===== src/tc_op_pkg.sv =====
package tc_op_pkg;

    // step selects which halves of A and B a pair works on
    typedef enum logic [1:0] {
        step_0 = 2'd0,
        step_1 = 2'd1,
        step_2 = 2'd2,
        step_3 = 2'd3
    } mma_step_e;

    // position of an instruction inside its pair
    typedef enum logic {
        pair_first = 1'b0,
        pair_last  = 1'b1
    } pair_pos_e;

    // writeback beat, lo carries columns 0/2 and hi columns 1/3
    typedef enum logic {
        beat_lo = 1'b0,
        beat_hi = 1'b1
    } wb_beat_e;

endpackage


===== src/tc_types_pkg.sv =====
package tc_types_pkg;

    // one octet serves eight lanes, two threadgroups of four
    localparam int num_lanes = 8;

    // integer datapath, all sums wrap at this width
    localparam int word_width = 32;

    // warps that can hold a half pair in flight at once
    localparam int num_warps = 2;
    localparam int wid_width = 1;

    // destination register index carried for writeback
    localparam int rd_width = 5;

    // second threadgroup starts at this lane
    localparam int tg_lane_offset = 4;

    // rd entries kept per warp until both beats retire
    localparam int meta_depth = 4;

    // finished tiles waiting for the two writeback beats
    localparam int result_depth = 2;

    // one word per lane, as seen on the register ports
    typedef logic [num_lanes-1:0][word_width-1:0] lane_vec_t;

    // 4x4 row-major tile, indexed [row][col]
    typedef logic [3:0][3:0][word_width-1:0] tile_t;

endpackage


===== src/tc_decode.sv =====
`timescale 1ns/100ps

module tc_decode (
    input  logic                                clk,
    input  logic                                reset,
    input  logic                                in_valid,
    input  logic [tc_types_pkg::wid_width-1:0]  in_wid,
    input  logic [tc_types_pkg::rd_width-1:0]   in_rd,
    input  tc_op_pkg::mma_step_e                in_step,
    input  tc_op_pkg::pair_pos_e                in_pos,
    input  logic                                octet_ready,
    input  logic                                beat_fire,
    input  logic [tc_types_pkg::wid_width-1:0]  beat_wid,
    output logic                                in_ready,
    output logic                                op_fire,
    output logic [tc_types_pkg::wid_width-1:0]  op_wid,
    output tc_op_pkg::mma_step_e                op_step,
    output tc_op_pkg::pair_pos_e                op_pos,
    output logic [tc_types_pkg::rd_width-1:0]   meta_rd
);
    import tc_types_pkg::*;

    // per-warp rd queues with one entry per accepted instruction
    logic [rd_width-1:0] queue_mem [num_warps][meta_depth];
    logic [num_warps-1:0][$clog2(meta_depth)-1:0] wr_ptr;
    logic [num_warps-1:0][$clog2(meta_depth)-1:0] rd_ptr;
    logic [num_warps-1:0][$clog2(meta_depth+1)-1:0] count;
    logic [num_warps-1:0] push;
    logic [num_warps-1:0] pop;
    logic [num_warps-1:0] full;
    logic [num_warps-1:0] empty;
    logic any_full;
    logic valid_synced;

    always_comb begin
        for (int w = 0; w < num_warps; w++) begin
            push[w]  = op_fire && (in_wid == wid_width'(w));
            pop[w]   = beat_fire && (beat_wid == wid_width'(w));
            full[w]  = (count[w] == meta_depth);
            empty[w] = (count[w] == 0);
        end
    end

    // any full queue blocks every warp so queues and octet stay in step
    assign any_full     = |full;
    assign valid_synced = in_valid && !any_full;
    assign in_ready     = octet_ready && !any_full;
    assign op_fire      = valid_synced && octet_ready;

    // instruction fields handed on to the operand stage
    assign op_wid  = in_wid;
    assign op_step = in_step;
    assign op_pos  = in_pos;

    always_ff @(posedge clk) begin
        if (reset) begin
            wr_ptr <= '0;
            rd_ptr <= '0;
            count  <= '0;
        end else begin
            for (int w = 0; w < num_warps; w++) begin
                if (push[w]) begin
                    wr_ptr[w] <= wr_ptr[w] + 1'b1;
                end
                if (pop[w]) begin
                    rd_ptr[w] <= rd_ptr[w] + 1'b1;
                end
                if (push[w] && !pop[w]) begin
                    count[w] <= count[w] + 1'b1;
                end else if (pop[w] && !push[w]) begin
                    count[w] <= count[w] - 1'b1;
                end
            end
        end
    end

    always_ff @(posedge clk) begin
        if (op_fire) begin
            queue_mem[in_wid][wr_ptr[in_wid]] <= in_rd;
        end
    end

    // head of the retiring warp gives the first rd on beat_lo and the last on beat_hi
    assign meta_rd = queue_mem[beat_wid][rd_ptr[beat_wid]];

    // every writeback beat must find an rd queued for its warp
    a_queue_bounds: assert property (@(posedge clk) disable iff (reset)
        (pop & empty) == '0);

endmodule


===== config.mk =====
export PLATFORM = sky130hd
export DESIGN_NAME = tc_decode
export DESIGN_NICKNAME = d
export VERILOG_FILES = /design/src/tc_op_pkg.sv /design/src/tc_types_pkg.sv /design/src/tc_decode.sv
export SDC_FILE = /design/constraint.sdc
export NUM_CORES = 1
export LEC_CHECK = 0
export ABC_AREA = 1
export BUFFER_PORTS_ARGS = -buffer_cell sky130_fd_sc_hd__buf_2
export CAP_MARGIN = 40
export CORE_MARGIN = 2
export CORE_UTILIZATION = 50
export CTS_BUF_LIST = sky130_fd_sc_hd__clkbuf_8 sky130_fd_sc_hd__clkbuf_16
export DETAILED_ROUTE_END_ITERATION = 6
export MAX_ROUTING_LAYER = met4
export PLACE_DENSITY = 0.72
export SYNTH_ARGS = -nofsm -noshare
export SYNTH_HDL_FRONTEND = slang
export SYNTH_SLANG_ARGS = --single-unit

===== constraint.sdc =====
create_clock -name clk -period 1.92 [get_ports clk]
set_clock_uncertainty 0.1 [all_clocks]
set_input_delay 0 -clock clk [delete_from_list [all_inputs] [get_ports clk]]
set_output_delay 0 -clock clk [all_outputs]
set_load 0.02 [all_outputs]

==> flow_summary.yaml <==
timing:
  fmax_mhz: 513
  relSlewSlack: 0.691
  period_share: 1.01
  fin_ws_ps: -27.8
  finalCriticalPeriod_ps: 1950
  rsz0062_at_grt: "true"
  max_slew.worst_pin.slew_ps: 464
  drv_slew: 0
  final-hold-violation-count: 0
  setup_viol: 1
  tns_ps: -27.8
pwr:
  seqPwrFrac: 0.564
  leakage_nw: 1.22
  p_int_w: 0.00170
  power.density_mw_per_mm2: 790
  switchingPower_w: 0.000617
  power_frac_clock: 0.274
  p_comb_frac: 0.162
  switching_share: 0.266
  ir_drop_mv: 0.475
floorplan:
  core_mm2: 0.00469
  rows: 25
  die_y_um: 73.5
  dieArea_mm2: 0.00541
  dieWidth_um: 73.5
  io_pins: 26
  start_util: 0.515
clock_network:
  ctsLongestPathBuffers: 2
  cts_tree: "built"
  cts_buffers: 5
  clk_pin_slew_worst_paths_ps: 100
  clockRootBuffer: "clkbuf_8"
  cts.sinks: 54
  worstSkewPairLatency_ps: 310
  cts_max_level: 2
final_layout:
  utilization: 0.624
  syn2layout_area_growth_pct: 21.2
  antenna_cells: 0
  drive_gt1_frac: 0.232
  finalNetCount: 315
  fin_area_mm2: 0.00293
detailed_routing:
  dr.first_iter.drc_count: 131
  wl_per_cell_um: 14.1
  drc: 0
  wl_met2_mm: 2.49
  wl_met3_um: 200
  ant_nets: 0
  drt_first_pass_iters: 4
  viasPerCell: 5.11
  routed_wirelength_mm: 4.94
  via_count: 1793
  topRoutingLayerUsed: "met4"
  wl_met1_mm: 2.15
setup_path:
  end_kind: "register"
  reg2reg_from: "count[1]"
  cp-start-kind: "register"
  worstPathArrival_ps: 2060
  worstSetupPathType: "register to register"
  reg2reg_to: "count[5]"
  ff2ff_setup_slack_ps: -30
  rr_worst_depth: 11
  cp.required_ps: 2030
  crit_fanout: 3
worst_hold_path:
  whs_path_depth: 5
  whs_endpoint: "wr_ptr[3]"
  min_from: "in_wid"
  hp-class: "input port to register"
place:
  port-buffer-count: 19
  routabilityCongestion: 0.842
  dp_hpwl_mm: 3.13
  placed_cell_area_mm2: 0.00263
synthesis:
  syn_area_per_cell_um2: 9.83
  synth_area_leaders: "edfxtp_1, dfxtp_1, nand2_1"
  synth_edf_count: 40
  synth.yosys.seq_area_share: 0.613
  synth_most_common_cell: "nand2_1"
  synth.distinct_cells: 24
  ys_async_sr_fraction: 0
  ys_warn_count: 0
  synthesis.area_mm2: 0.00242
  synth_nets: 265
  ys_top_cells_by_count: "nand2_1, edfxtp_1, nor2_1"
  synthCells: 246
  yosysTopAreaCell: "edfxtp_1"
  synthFlopType: "edfxtp_1"
  ys_ff_latch: 54
  synth_top_area_share: 0.497
global_route:
  antenna_found_initial: 0
  grt_max_degree: 24
  grt_first_pass_wirelength_mm: 7.45
  track_usage: 0.194
  grt_pass1_vias: 1601
  grt_overflow: 0
outcome:
  violations: "setup timing"
  status: "finished, violations left"
run:
  drv_cap: 0
-- metal layers --
metal,vias to the layer above,track usage
met3,8,0.0412
met2,45,0.304
met4,0,0.0646
met5,-,-
met1,829,0.252
li1,911,-
-- logic make-up after synthesis --
logic type,share of synthesized area
AO/OA/AOI/OAI,0.0844
flip-flops,0.613
buffers and inverters,0.0776
AND/OR/NAND/NOR,0.191
XOR/XNOR,0.00725
adder cells (fa/ha/maj),0.0269
-- power by group through the flow --
| stage | clock [W] | sequential, W | combinational, W |
|---|---|---|---|
| after floorplan | 0 | 0.00133 | 0.000207 |
| after global placement | 0 | 0.00133 | 0.000307 |
| after detailed placement | 0 | 0.00133 | 0.000314 |
| after CTS | 0.000637 | 0.00130 | 0.000349 |
| after global routing | 0.000684 | 0.00131 | 0.000415 |
| final | 0.000635 | 0.00130 | 0.000375 |
-- what timing repair did --
item                                    4_1_cts  5_1_grt
cloned                                        0        1
buffers inserted                              4        1
pin swaps                                     3        5
hold endpoints to repair                     49        0
hold buffers                                 12        0
gates resized for setup                       2       12
endpoints found under the setup margin        7       10
-- critical path, stage by stage (launching register included) --
cell,delay (ps)
dfxtp_1,340
nor2_1,50
nand2_2,90
nand4_4,150
nor2_4,140
ha_2,190
inv_2,50
fa_2,350
a21oi_2,160
o21ai_2,70
o21ai_1,120
a21oi_1,50
-- cells in the final DEF (no fill, tap or decap), types with 2 or more instances in the layout --
master / n
nor2_4: 2
buf_4: 23
a21oi_1: 7
nand4_1: 2
dfxtp_2: 3
o21ai_2: 2
a31oi_1: 5
nand2_1: 71
clkbuf_8: 5
inv_1: 22
xor2_1: 2
o21ai_1: 7
nand3_1: 7
edfxtp_1: 40
o211ai_1: 5
o21ai_4: 2
inv_2: 3
o21ai_0: 6
dfxtp_1: 11
fa_2: 2
dlygate4sd3_1: 12
buf_2: 19
nor2_1: 28
nand2_2: 2
-- final cells by class --
class | count | area, µm²
Clock buffer | 5 | 68.8
Timing Repair Buffer | 54 | 388
Tap cell | 54 | 67.6
Multi-Input combinational cell | 156 | 806
Clock inverter | 3 | 20.0
Sequential cell | 54 | 1490
Fill cell | 392 | 1760
Inverter | 25 | 93.8
-- worst max-delay path by stage --
stage                     startpoint       end  slack (ps)  depth (start not counted)
after floorplan             count[3]  count[2]         -30                         11
after global placement      count[3]  count[2]          30                         11
after detailed placement    count[3]  count[5]         -40                         11
after CTS                   count[3]  count[5]         -30                         11
after global routing        count[0]  count[5]        -120                         11
final                       count[1]  count[5]         -30                         11
-- state kept, by name (all words and copies together), names as in the netlist --
name / flops
rd_ptr: 4
wr_ptr: 4
count: 6
queue_mem: 40
-- stage by stage --
step | total power, W | setup WS [ps] | hold slack (ps) | std cells
after global placement | 0.00163 | 28.3 | -99.9 | 325
after floorplan | 0.00154 | -29.2 | -35.0 | 246
after CTS | 0.00229 | -33.3 | 35.8 | 349
after detailed placement | 0.00164 | -39.0 | -99.9 | 325
after global routing | 0.00241 | -118 | 111 | 351
final | 0.00232 | -27.8 | 52.9 | 351
No activity file was read; power rests on OpenSTA's default activity.
