[src/tc_op_pkg.sv]
package tc_op_pkg;

    // step selects which halves of A and B a pair works on
    typedef enum logic [1:0] {
        step_0 = 2'd0,
        step_1 = 2'd1,
        step_2 = 2'd2,
        step_3 = 2'd3
    } mma_step_e;

    // position of an instruction inside its pair
    typedef enum logic {
        pair_first = 1'b0,
        pair_last  = 1'b1
    } pair_pos_e;

    // writeback beat, lo carries columns 0/2 and hi columns 1/3
    typedef enum logic {
        beat_lo = 1'b0,
        beat_hi = 1'b1
    } wb_beat_e;

endpackage

[src/tc_types_pkg.sv]
package tc_types_pkg;

    // one octet serves eight lanes, two threadgroups of four
    localparam int num_lanes = 8;

    // integer datapath, all sums wrap at this width
    localparam int word_width = 32;

    // warps that can hold a half pair in flight at once
    localparam int num_warps = 2;
    localparam int wid_width = 1;

    // destination register index carried for writeback
    localparam int rd_width = 5;

    // second threadgroup starts at this lane
    localparam int tg_lane_offset = 4;

    // rd entries kept per warp until both beats retire
    localparam int meta_depth = 4;

    // finished tiles waiting for the two writeback beats
    localparam int result_depth = 2;

    // one word per lane, as seen on the register ports
    typedef logic [num_lanes-1:0][word_width-1:0] lane_vec_t;

    // 4x4 row-major tile, indexed [row][col]
    typedef logic [3:0][3:0][word_width-1:0] tile_t;

endpackage

[src/tc_operand_stage.sv]
`timescale 1ns/100ps

module tc_operand_stage (
    input  logic                                                clk,
    input  logic                                                reset,
    input  logic                                                op_fire,
    input  logic [tc_types_pkg::wid_width-1:0]                  in_wid,
    input  tc_op_pkg::mma_step_e                                in_step,
    input  tc_op_pkg::pair_pos_e                                in_pos,
    input  tc_types_pkg::lane_vec_t                             in_rs1,
    input  tc_types_pkg::lane_vec_t                             in_rs2,
    input  tc_types_pkg::lane_vec_t                             in_rs3,
    output logic                                                hmma_valid,
    output logic [3:0][1:0][tc_types_pkg::word_width-1:0]       a_tile,
    output logic [1:0][3:0][tc_types_pkg::word_width-1:0]       b_tile,
    output tc_types_pkg::tile_t                                 c_tile,
    output logic [tc_types_pkg::wid_width-1:0]                  hmma_wid
);
    import tc_types_pkg::*;
    import tc_op_pkg::*;

    // half tiles picked out of the current instruction
    logic [3:0][word_width-1:0] a_half;
    logic [3:0][word_width-1:0] b_half;

    // first halves waiting per warp for their partner
    logic [num_warps-1:0][3:0][word_width-1:0] a_buf;
    logic [num_warps-1:0][3:0][word_width-1:0] b_buf;
    logic [num_warps-1:0][num_lanes-1:0][word_width-1:0] c_buf;
    logic first_fire;

    // A takes a 2x2 subtile from each threadgroup, column pair set by step[0]
    // B is shared by both threadgroups, lane group set by step[1]
    always_comb begin
        case (in_step)
            step_1, step_3: a_half = {in_rs1[tg_lane_offset+2 +: 2], in_rs1[2 +: 2]};
            default:        a_half = {in_rs1[tg_lane_offset +: 2], in_rs1[0 +: 2]};
        endcase
        case (in_step)
            step_2, step_3: b_half = in_rs2[tg_lane_offset +: 4];
            default:        b_half = in_rs2[0 +: 4];
        endcase
    end

    assign first_fire = op_fire && (in_pos == pair_first);
    assign hmma_valid = op_fire && (in_pos == pair_last);
    assign hmma_wid   = in_wid;

    // cleared so a last half without a partner sees zeros
    always_ff @(posedge clk) begin
        if (reset) begin
            a_buf <= '0;
            b_buf <= '0;
            c_buf <= '0;
        end else if (first_fire) begin
            a_buf[in_wid] <= a_half;
            b_buf[in_wid] <= b_half;
            c_buf[in_wid] <= in_rs3;
        end
    end

    // k=0 comes from the buffer, k=1 from the operand bus
    // C uses the jagged 1x2 layout, each lane owns two adjacent columns
    always_comb begin
        int lane;
        for (int r = 0; r < 4; r++) begin
            a_tile[r][0] = a_buf[in_wid][r];
            a_tile[r][1] = a_half[r];
        end
        b_tile[0] = b_buf[in_wid];
        b_tile[1] = b_half;
        for (int r = 0; r < 4; r++) begin
            // rows 0,1 from lanes 0..3, rows 2,3 from the second threadgroup
            lane = (r / 2) * tg_lane_offset + (r % 2);
            c_tile[r][0] = c_buf[in_wid][lane];
            c_tile[r][1] = in_rs3[lane];
            c_tile[r][2] = c_buf[in_wid][lane + 2];
            c_tile[r][3] = in_rs3[lane + 2];
        end
    end

endmodule

[config.mk]
export PLATFORM = sky130hd
export DESIGN_NAME = tc_operand_stage
export DESIGN_NICKNAME = d
export VERILOG_FILES = /design/src/tc_op_pkg.sv /design/src/tc_types_pkg.sv /design/src/tc_operand_stage.sv
export SDC_FILE = /design/constraint.sdc
export NUM_CORES = 2
export LEC_CHECK = 0
export BUFFER_PORTS_ARGS = -buffer_cell sky130_fd_sc_hd__buf_2
export CORE_AREA = 2 2 692 694
export CTS_CLUSTER_SIZE = 8
export DETAILED_ROUTE_END_ITERATION = 8
export DIE_AREA = 0 0 694 696
export HOLD_SLACK_MARGIN = 0.06
export PLACE_DENSITY = 0.32
export RECOVER_POWER = 25
export SLEW_MARGIN = 10
export SYNTH_ARGS = -nofsm -noshare
export SYNTH_HDL_FRONTEND = slang
export SYNTH_SLANG_ARGS = --single-unit
[constraint.sdc]
create_clock -name clk -period 1.4 [get_ports clk]
set_input_delay 0.07 -clock clk [delete_from_list [all_inputs] [get_ports clk]]
set_output_delay 0.07 -clock clk [all_outputs]
set_load 0.05 [all_outputs]
==> out/results.tsv <==
stage	metric	value	unit
run_status	violations	setup timing	
setup_path	endpoint_kind	flop	
pwr	p_leak	36.18	nW
pwr	p_total	0.09077	W
route	drc	0	
setup_path	worstPathArrival	2470	ps
route	ant_nets	0	
final_layout	synthToLayoutAreaGrowth	97.24	%
timing	skew	0	ps
global_route	grt_max_degree	72	
synthesis	seq_area_frac_synth	46.22	%
route	firstDrtPassIters	5	
setup_path	crit_type	in2reg	
pwr	p_per_area	1038	mW/mm²
die	fp-row-count	254	
final_layout	nets	8454	
final_layout	drive_above_1_share	48.09	%
synthesis	synth_compound_area_share	15.92	%
global_route	busiest_layer	met2	
die	fp.dieArea	0.4830	mm²
die	ios	1801	
synthesis	yosys_warnings	0	
cts	cts_root_buf	clkbuf_16	
global_route	antenna_found_initial	184	
job	drv_cap	0	
route	wire_per_inst	25.99	µm
synthesis	synth_top_family_by_area	multiplexers	
global_route	grt_usage	14.38	%
route	vias	47390	
global_route	grt.met1_usage	16.81	%
global_route	gr-total-overflow	0	
synthesis	synth_seq_cells	1024	
die	core	0.4764	mm²
cts	cts.path.max_buffers	4	
route	wl	365000	µm
die	die_w	694	µm
synthesis	syn_area_per_cell	9.366	µm²
placed_design	gp_congestion	0.9670	
timing	setup_slack	-392.5	ps
hold_path	hold_class	in2reg	
synthesis	synth_fa_ha_area_share	0	%
placed_design	placement.io_buffers	1800	
route	drtIter0Drc	2546	
timing	max_freq	557.9	MHz
timing	setup_tns	-250370	ps
synthesis	post_synth_xor_area_fraction	0	%
setup_path	critical_path.cell_chain	dlygate4sd3_1 > buf_2 > buf_4 > a21oi_4 > clkbuf_4 > buf_12 > o2bb2ai_1	
final_layout	fill_cells	53040	
cts	cts_tree	built	
timing	rsz0062_at_grt	true	
synthesis	syn_inst	4735	
cts	htree_num_levels	4	
setup_path	crit_path_top_delay_cell	dlygate4sd3_1	
synthesis	synth_simple_gate_area_share	8.822	%
final_layout	finalNonFillerCells	14050	
placed_design	dp_hpwl	281800	µm
setup_path	crit_path_start_kind	input pin	
global_route	grt_pass1_vias	48040	
global_route	grt_first_pass_wirelength	469700	µm
synthesis	synthMuxAreaShare	18.78	%
route	routed_via_density	3.374	
cts	clkTransAtPathRegs	70	ps
timing	period_needed	1793	ps
setup_path	r2r_setup_slack	720	ps
setup_path	critPathMaxStageDelay	540	ps
pwr	peakVddDrop	809.9	µV
run_status	outcome	finished with violations	
global_route	grt_use_met3	4.257	%
placed_design	place_area	0.06474	mm²
global_route	grt.met2_usage	24.96	%
timing	finalHoldViolations	0	
synthesis	synth_cell_types	21	
timing	min_period_over_period	128.0	%
final_layout	final_cell_area	0.08747	mm²
timing	slew_headroom	42.62	%
timing	setup_violations	1304	
cts	cts_sinks	1024	
cts	clock_latency	830	ps
cts	numCtsBuffers	154	
die	initial_core_util	9.309	%
setup_path	worst-path-max-fanout	32	
synthesis	syn_area	0.04435	mm²
timing	worstMarginPinSlew	860.7	ps
die	die_y	696	µm
setup_path	cp_data_required_time	2070	ps
synthesis	syn_nets	5510	
timing	finalMaxSlewViolations	0	
placed_design	place_ws	-417.6	ps
placed_design	dp.cells	12840	
## worst max-delay path: cells and delay by family
kind,cells,cell delay [ps]
AO/OA/AOI/OAI,2,190
buffers and inverters,5,1910
## through the flow
step | hold slack (ps) | util (%)
2_1_floorplan | 206.0 | -
3_3_place_gp | 342.9 | 13.59
3_5_place_dp | 345.1 | 13.59
4_1_cts | 48.13 | 18.10
5_1_grt | 95.82 | 18.35
6_report | 148.8 | 18.36
## repair_timing
action / in CTS / in global routing
endpoints found under the setup margin: 714 / 891
hold buffers: 793 / 0
endpoints found under the hold margin: 1024 / 0
setup buffers: 140 / 12
gates cloned: 11 / 0
gates resized for setup: 2277 / 394
## path summary, 6_finish.rpt
check / end / start / depth (start not counted)
worst max register to register: b_buf[100] / b_buf[100] / 2
worst min register to register: a_buf[14] / a_buf[14] / 1
worst max-delay path: b_buf[103] / reset / 7
worst min-delay path: c_buf[402] / in_rs3[146] / 4
## cell families after synthesis
logic type      count (synthesis)
mux                           768
flops                        1024
compound gates               1026
buf+inv                       884
simple gates                 1033
## per-layer routing
layer / part of all wire, % / routed length, µm
met1: 40 / 146800
met5: 0.12 / 427
met2: 49 / 179500
met4: 3.4 / 12460
met3: 7.1 / 25820
## cell usage in the layout (no fill, tap or decap), types with 153 or more instances in the layout
master and n:
buf_8 325, buf_6 252, inv_1 212, dfxtp_1 774, buf_12 239, nand2_1 1024, mux2_4 359, mux2_2 153
dfxtp_2 250, buf_4 627, dlygate4sd3_1 793, o2bb2ai_1 512, clkbuf_16 157, a21oi_1 512, buf_2 1026
## synthesized netlist by cell type
| cell | count | area [µm²] |
|---|---|---|
| inv_2 | 1 | 3.750 |
| nor2b_1 | 1 | 6.260 |
| a21oi_2 | 1 | 8.760 |
| or3_1 | 2 | 12.51 |
| buf_2 | 212 | 1061 |
| and3b_1 | 1 | 8.760 |
| nand3b_1 | 1 | 7.510 |
| o2bb2ai_1 | 512 | 4484 |
| or3b_2 | 1 | 8.760 |
| a21oi_1 | 513 | 2567 |
| and2_1 | 1 | 6.260 |
| dfxtp_1 | 1024 | 20500 |
| clkbuf_1 | 138 | 518.0 |
| buf_4 | 257 | 1929 |
| inv_1 | 256 | 960.9 |
| nand2b_1 | 1 | 6.260 |
| mux2i_1 | 256 | 2562 |
| buf_1 | 20 | 75.07 |
| mux2_2 | 512 | 5766 |
| nand2_1 | 1024 | 3844 |
| nor3b_2 | 1 | 12.51 |
## power breakdown
group / leakage, nW / switching (W) / internal [W] / total (W)
registers: 8.44 / 0.000532 / 0.0303 / 0.0308
logic: 25.7 / 0.0151 / 0.00989 / 0.0250
clock network: 2.05 / 0.0147 / 0.0202 / 0.0350
## state kept, by name (all words and copies together), names as in the netlist
signal / flops
c_buf: 512
b_buf: 256
a_buf: 256
## layout make-up
type                       count  area, µm²  share of cell area, %
multi-input combinational   2827      22010                  25.16
clock inverter                14      188.9                 0.2160
timing repair buffer        3415      31420                  35.92
clock buffer                 168       3999                  4.572
tap                         6272       7848                  8.971
inverter                     257       1022                  1.169
antenna                       68      170.2                 0.1945
sequential                  1024      20810                  23.79
Note: power is estimated with default switching activity, not from simulation.
