<file path="src/tc_op_pkg.sv">
package tc_op_pkg;

    // step selects which halves of A and B a pair works on
    typedef enum logic [1:0] {
        step_0 = 2'd0,
        step_1 = 2'd1,
        step_2 = 2'd2,
        step_3 = 2'd3
    } mma_step_e;

    // position of an instruction inside its pair
    typedef enum logic {
        pair_first = 1'b0,
        pair_last  = 1'b1
    } pair_pos_e;

    // writeback beat, lo carries columns 0/2 and hi columns 1/3
    typedef enum logic {
        beat_lo = 1'b0,
        beat_hi = 1'b1
    } wb_beat_e;

endpackage

</file>
<file path="src/tc_types_pkg.sv">
package tc_types_pkg;

    // one octet serves eight lanes, two threadgroups of four
    localparam int num_lanes = 8;

    // integer datapath, all sums wrap at this width
    localparam int word_width = 32;

    // warps that can hold a half pair in flight at once
    localparam int num_warps = 2;
    localparam int wid_width = 1;

    // destination register index carried for writeback
    localparam int rd_width = 5;

    // second threadgroup starts at this lane
    localparam int tg_lane_offset = 4;

    // rd entries kept per warp until both beats retire
    localparam int meta_depth = 4;

    // finished tiles waiting for the two writeback beats
    localparam int result_depth = 2;

    // one word per lane, as seen on the register ports
    typedef logic [num_lanes-1:0][word_width-1:0] lane_vec_t;

    // 4x4 row-major tile, indexed [row][col]
    typedef logic [3:0][3:0][word_width-1:0] tile_t;

endpackage

</file>
<file path="src/tc_result.sv">
`timescale 1ns/100ps

module tc_result (
    input  logic                                clk,
    input  logic                                reset,
    input  logic                                dpu_valid,
    input  tc_types_pkg::tile_t                 dpu_tile,
    input  logic [tc_types_pkg::wid_width-1:0]  dpu_wid,
    input  logic                                out_ready,
    input  logic [tc_types_pkg::rd_width-1:0]   meta_rd,
    output logic                                dpu_ready,
    output logic                                out_valid,
    output logic [tc_types_pkg::wid_width-1:0]  out_wid,
    output logic [tc_types_pkg::rd_width-1:0]   out_rd,
    output tc_types_pkg::lane_vec_t             out_data,
    output logic                                beat_fire
);
    import tc_types_pkg::*;
    import tc_op_pkg::*;

    // small fifo of finished tiles, decouples dpu bursts from writeback
    tile_t                              buf_tile [result_depth];
    logic [wid_width-1:0]               buf_wid [result_depth];
    logic [$clog2(result_depth)-1:0]    wr_ptr;
    logic [$clog2(result_depth)-1:0]    rd_ptr;
    logic [$clog2(result_depth+1)-1:0]  count;
    logic                               full;
    logic                               push;
    logic                               pop;
    wb_beat_e                           beat;
    tile_t                              head_tile;
    logic [1:0]                         col;

    assign full      = (count == result_depth);
    assign dpu_ready = !full;
    assign push      = dpu_valid && dpu_ready;
    assign out_valid = (count != 0);
    assign beat_fire = out_valid && out_ready;
    // entry retires only after its second beat
    assign pop       = beat_fire && (beat == beat_hi);

    assign head_tile = buf_tile[rd_ptr];
    assign out_wid   = buf_wid[rd_ptr];
    assign out_rd    = meta_rd;

    // beat_lo writes columns 0 and 2, beat_hi columns 1 and 3
    always_comb begin
        col = (beat == beat_hi) ? 2'd1 : 2'd0;
        for (int g = 0; g < 2; g++) begin
            out_data[g*tg_lane_offset + 0] = head_tile[2*g][col];
            out_data[g*tg_lane_offset + 1] = head_tile[2*g + 1][col];
            out_data[g*tg_lane_offset + 2] = head_tile[2*g][col + 2'd2];
            out_data[g*tg_lane_offset + 3] = head_tile[2*g + 1][col + 2'd2];
        end
    end

    always_ff @(posedge clk) begin
        if (reset) begin
            wr_ptr <= '0;
            rd_ptr <= '0;
            count  <= '0;
            beat   <= beat_lo;
        end else begin
            if (push) begin
                wr_ptr <= wr_ptr + 1'b1;
            end
            if (pop) begin
                rd_ptr <= rd_ptr + 1'b1;
            end
            if (push && !pop) begin
                count <= count + 1'b1;
            end else if (pop && !push) begin
                count <= count - 1'b1;
            end
            // one subcommit bit is enough, writeback finishes one tile at a time
            if (beat_fire) begin
                beat <= (beat == beat_lo) ? beat_hi : beat_lo;
            end
        end
    end

    always_ff @(posedge clk) begin
        if (push) begin
            buf_tile[wr_ptr] <= dpu_tile;
            buf_wid[wr_ptr]  <= dpu_wid;
        end
    end

    // a tile refused while full stays offered unchanged, nothing is dropped
    a_no_push_full: assert property (@(posedge clk) disable iff (reset)
        dpu_valid && full |=> dpu_valid && $stable(dpu_tile) && $stable(dpu_wid));

endmodule

</file>
<file path="config.mk">
export PLATFORM = sky130hd
export DESIGN_NAME = tc_result
export DESIGN_NICKNAME = d
export VERILOG_FILES = /design/src/tc_op_pkg.sv /design/src/tc_types_pkg.sv /design/src/tc_result.sv
export SDC_FILE = /design/constraint.sdc
export NUM_CORES = 1
export LEC_CHECK = 0
export BUFFER_PORTS_ARGS = -buffer_cell sky130_fd_sc_hd__buf_4
export CELL_PAD_IN_SITES_DETAIL_PLACEMENT = 1
export CELL_PAD_IN_SITES_GLOBAL_PLACEMENT = 2
export CORE_MARGIN = 2
export CORE_UTILIZATION = 38
export CTS_CLUSTER_DIAMETER = 30
export DETAILED_ROUTE_END_ITERATION = 16
export PLACE_DENSITY_LB_ADDON = 0.12
export SKIP_CTS_REPAIR_TIMING = 1
export SLEW_MARGIN = 20
export SYNTH_ARGS = -nofsm -noshare
export SYNTH_HDL_FRONTEND = slang
export SYNTH_SLANG_ARGS = --single-unit
</file>
<file path="constraint.sdc">
create_clock -name clk -period 16.7 [get_ports clk]
set_input_delay 4.175 -clock clk [delete_from_list [all_inputs] [get_ports clk]]
set_output_delay 4.175 -clock clk [all_outputs]
set_load 0.005 [all_outputs]
</file>
==> results.md <==
* Status: finished, final reports clean
* Initial DRC Count at ~1000
* Tcrit/Tclk final at 0.524
* Worst flop-to-flop path endpoint: buf_tile[1][36]$_DFFE_PP_
* Layout cells sized above 1 at 0.552
* Post-Synth Adder-Cell Area at 0.000333
* Largest net degree at the start of global routing at between 100 and 150
* Commonest non-fill, non-tap cell in the layout: edfxtp_1
* Tightest Pin Transition at between 1000 and 1500 ps
* Synth Net Count at 1897
* Vias/cell at a little under 5
* Die Height at between 300 and 400 µm
* CTS tree: built
* Crit path to: beat_fire
* Worst Path Required at about 13000 ps
* Final setup viols at 0
* Fin. max-slew vios at 0
* CP most frequent cell: buf_4
* Clk_lat worst skew at roughly 770 ps
* Clock skew at between 30 and 40 ps
* Post-detail-place hpwl at 66100 µm
* Final hold vios at 0
* Cells on worst reg2reg path at 5
* XOR/XNOR Fraction of Synth Area at 0.000933
* Sequential share of the synthesized area at 0.824
* Hold Crit Class: register to register
* GP Congestion at 0.759
* Drt wl/cell at approximately 26 µm
* Post-layout minimum cycle time at approximately 8700 ps
* Mapped Cells at about 1400
* Pre-CTS worst setup slack at between 7000 and 8000 ps
* Largest family of logic cells by synthesized area: multiplexers
* I/O pin total at between 700 and 800
* RSZ-0062 raised after global routing: no
* Grt total ovfl at 0
* Area grow syn2layout at 38.7%
* CP Max Fanout at 2
* Mapped cell area at 0.0375 mm²
* Max-cap viol count at 0
* Finished layout cell area at 0.0521 mm²
* WL final at slightly below 100000 µm
* Leakage power at 18.5 nW
* Tot GR Track Use at 0.195
* Core area at approximately 0.098 mm²
* Initial core utilization at 0.383
* Max Freq at about 0.11 GHz
* Initial antenna violation count at 38
* CP Class: input port to output port
* Mux share of post-synthesis cell area at 0.154
* Via count at 18671
* Worst path cell trace: buf_4 > o21a_1 > buf_4
* Power Dens Cells at between 150 and 200 mW/mm²
* Clk slew on worst S/H paths at 40 ps
* Slowest-stage cell, CP: buf_4
* PortBufs at between 700 and 800
* Die X at approximately 320 µm
* Root Driver: clkbuf_16
* CP Launch Point: out_ready
* CP endpoint kind: output port
* Worst setup margin at about 8000 ps
* DR pass1 iterations at 5
* Most frequent cells in the layout: edfxtp_1 (1026), buf_4 (793), mux4_2 (256)
* Reg2reg start: count[0]$_SDFFE_PP0P_
* Peak VDD IR at 0.105 mV
* Yosys reg bits at roughly 1000
* Antenna Nets Post-Route at 0
* CP startpoint kind: input port
* CTS Buf Count at 217
* Simple-gate area share of the yosys netlist at 0.00143
* Fillers at between 8000 and 9000
* Global-route wire length before repair at roughly 140000 µm
* Reg2Reg Setup Slack at around 12000 ps
* Row Count at roughly 120
* Arr. time, crit path at between 4000 and 5000 ps
* Clock sink count at 1032
* Post-synthesis average cell area at approximately 27 µm²
* Placed instance area at ~0.044 mm²
* PnR Total Power at ~8.7 mW
* H-tree levels at 4
* TNS Setup at 0 ps
* Max clock buf depth at 3
* Crit-path max cell delay at 150 ps
* DRC errors left at 0
* Die ar. at 0.101 mm²
* Yosys warns at 0
* Netlist cell types at 25
* Number of global-route vias before repair at approximately 21000
* Max-slew headroom at 0.284
* Compound-Gate Fraction of Synth Area at 0.00107
* Nets@finish at between 2000 and 3000
[how the worst min path moves through the flow]
| stage | startpoint | end | depth (start not counted) |
|---|---|---|---|
| 3_3_place_gp | rd_ptr$_SDFFE_PP0P_ | rd_ptr$_SDFFE_PP0P_ | 2 |
| 6_report | rd_ptr$_SDFFE_PP0P_ | rd_ptr$_SDFFE_PP0P_ | 2 |
| 2_1_floorplan | rd_ptr$_SDFFE_PP0P_ | register | 2 |
| 5_1_grt | rd_ptr$_SDFFE_PP0P_ | rd_ptr$_SDFFE_PP0P_ | 2 |
| 3_5_place_dp | rd_ptr$_SDFFE_PP0P_ | register | 2 |
| 4_1_cts | rd_ptr$_SDFFE_PP0P_ | rd_ptr$_SDFFE_PP0P_ | 2 |
[logic make-up (layout without fill, tap and decap cells)]
group | after synthesis | count (layout)
flops | 1032 | 1032
mux | 257 | 257
buf+inv | 64 | 1212
simple gates | 10 | 10
compound gates | 6 | 6
xor+xnor | 4 | 4
fa+ha+maj | 1 | 1
other cells | 0 | 24
[worst max-delay path: cells and delay by family]
kind	cells	cell delay, ps
buffers and inverters	2	270
AOI/OAI and AO/OA	1	130
[registers in the layout, indices dropped and copies added (netlist names), named ones only]
signal / flops
beat: 1
buf_tile: 1024
buf_wid: 2
count: 2
rd_ptr: 1
wr_ptr: 1
[layout make-up]
cell class              count  area [µm²]  share of cell area
flip-flops and latches   1032       30900               0.594
repair buffers            797        6030               0.116
multi-input cells         278        5920               0.114
inverters                   1        11.3            0.000216
diodes                     24        60.1             0.00115
clock buffers             254        5610               0.108
clock inverters           160        1900              0.0364
well taps                1287        1610              0.0309
[synth_stat cells]
master / n / area (µm²)
dfxtp_1: 6 / 120
a21bo_2: 1 / 10.0
xor2_1: 3 / 26.3
a21oi_1: 2 / 10.0
or3_1: 1 / 6.26
mux2_2: 1 / 11.3
buf_6: 5 / 56.3
ha_1: 1 / 12.5
edfxtp_1: 1026 / 30800
and2_1: 1 / 6.26
o211ai_1: 1 / 7.51
mux4_2: 256 / 5770
buf_2: 25 / 125
buf_12: 22 / 440
nand2b_1: 1 / 6.26
xnor2_1: 1 / 8.76
o21ai_0: 1 / 5.00
o21a_1: 1 / 7.51
or2_2: 1 / 6.26
nand3b_1: 1 / 7.51
and3_1: 1 / 6.26
nor2_1: 4 / 15.0
inv_1: 1 / 3.75
clkbuf_1: 4 / 15.0
buf_4: 7 / 52.6
[metal layers]
metal | global-route usage | share of wire
met5 | 0 | 0.0018
met4 | 0.0998 | 0.038
met3 | 0.0820 | 0.085
met2 | 0.349 | 0.54
met1 | 0.193 | 0.33
[per-stage QoR]
stage,instances,utilization,hold slack [ps]
floorplan,1374,-,472
global placement,3394,0.453,487
detailed placement,3394,0.453,492
CTS,3808,0.530,528
global route,3832,0.531,556
finish,3833,0.531,520
[power by group]
group / switching [mW] / internal, mW
logic: 0.560 / 0.574
clock network: 1.38 / 2.93
registers: 0.0765 / 3.20
total: 2.01 / 6.70
Note: power is estimated with default switching activity, not from simulation.
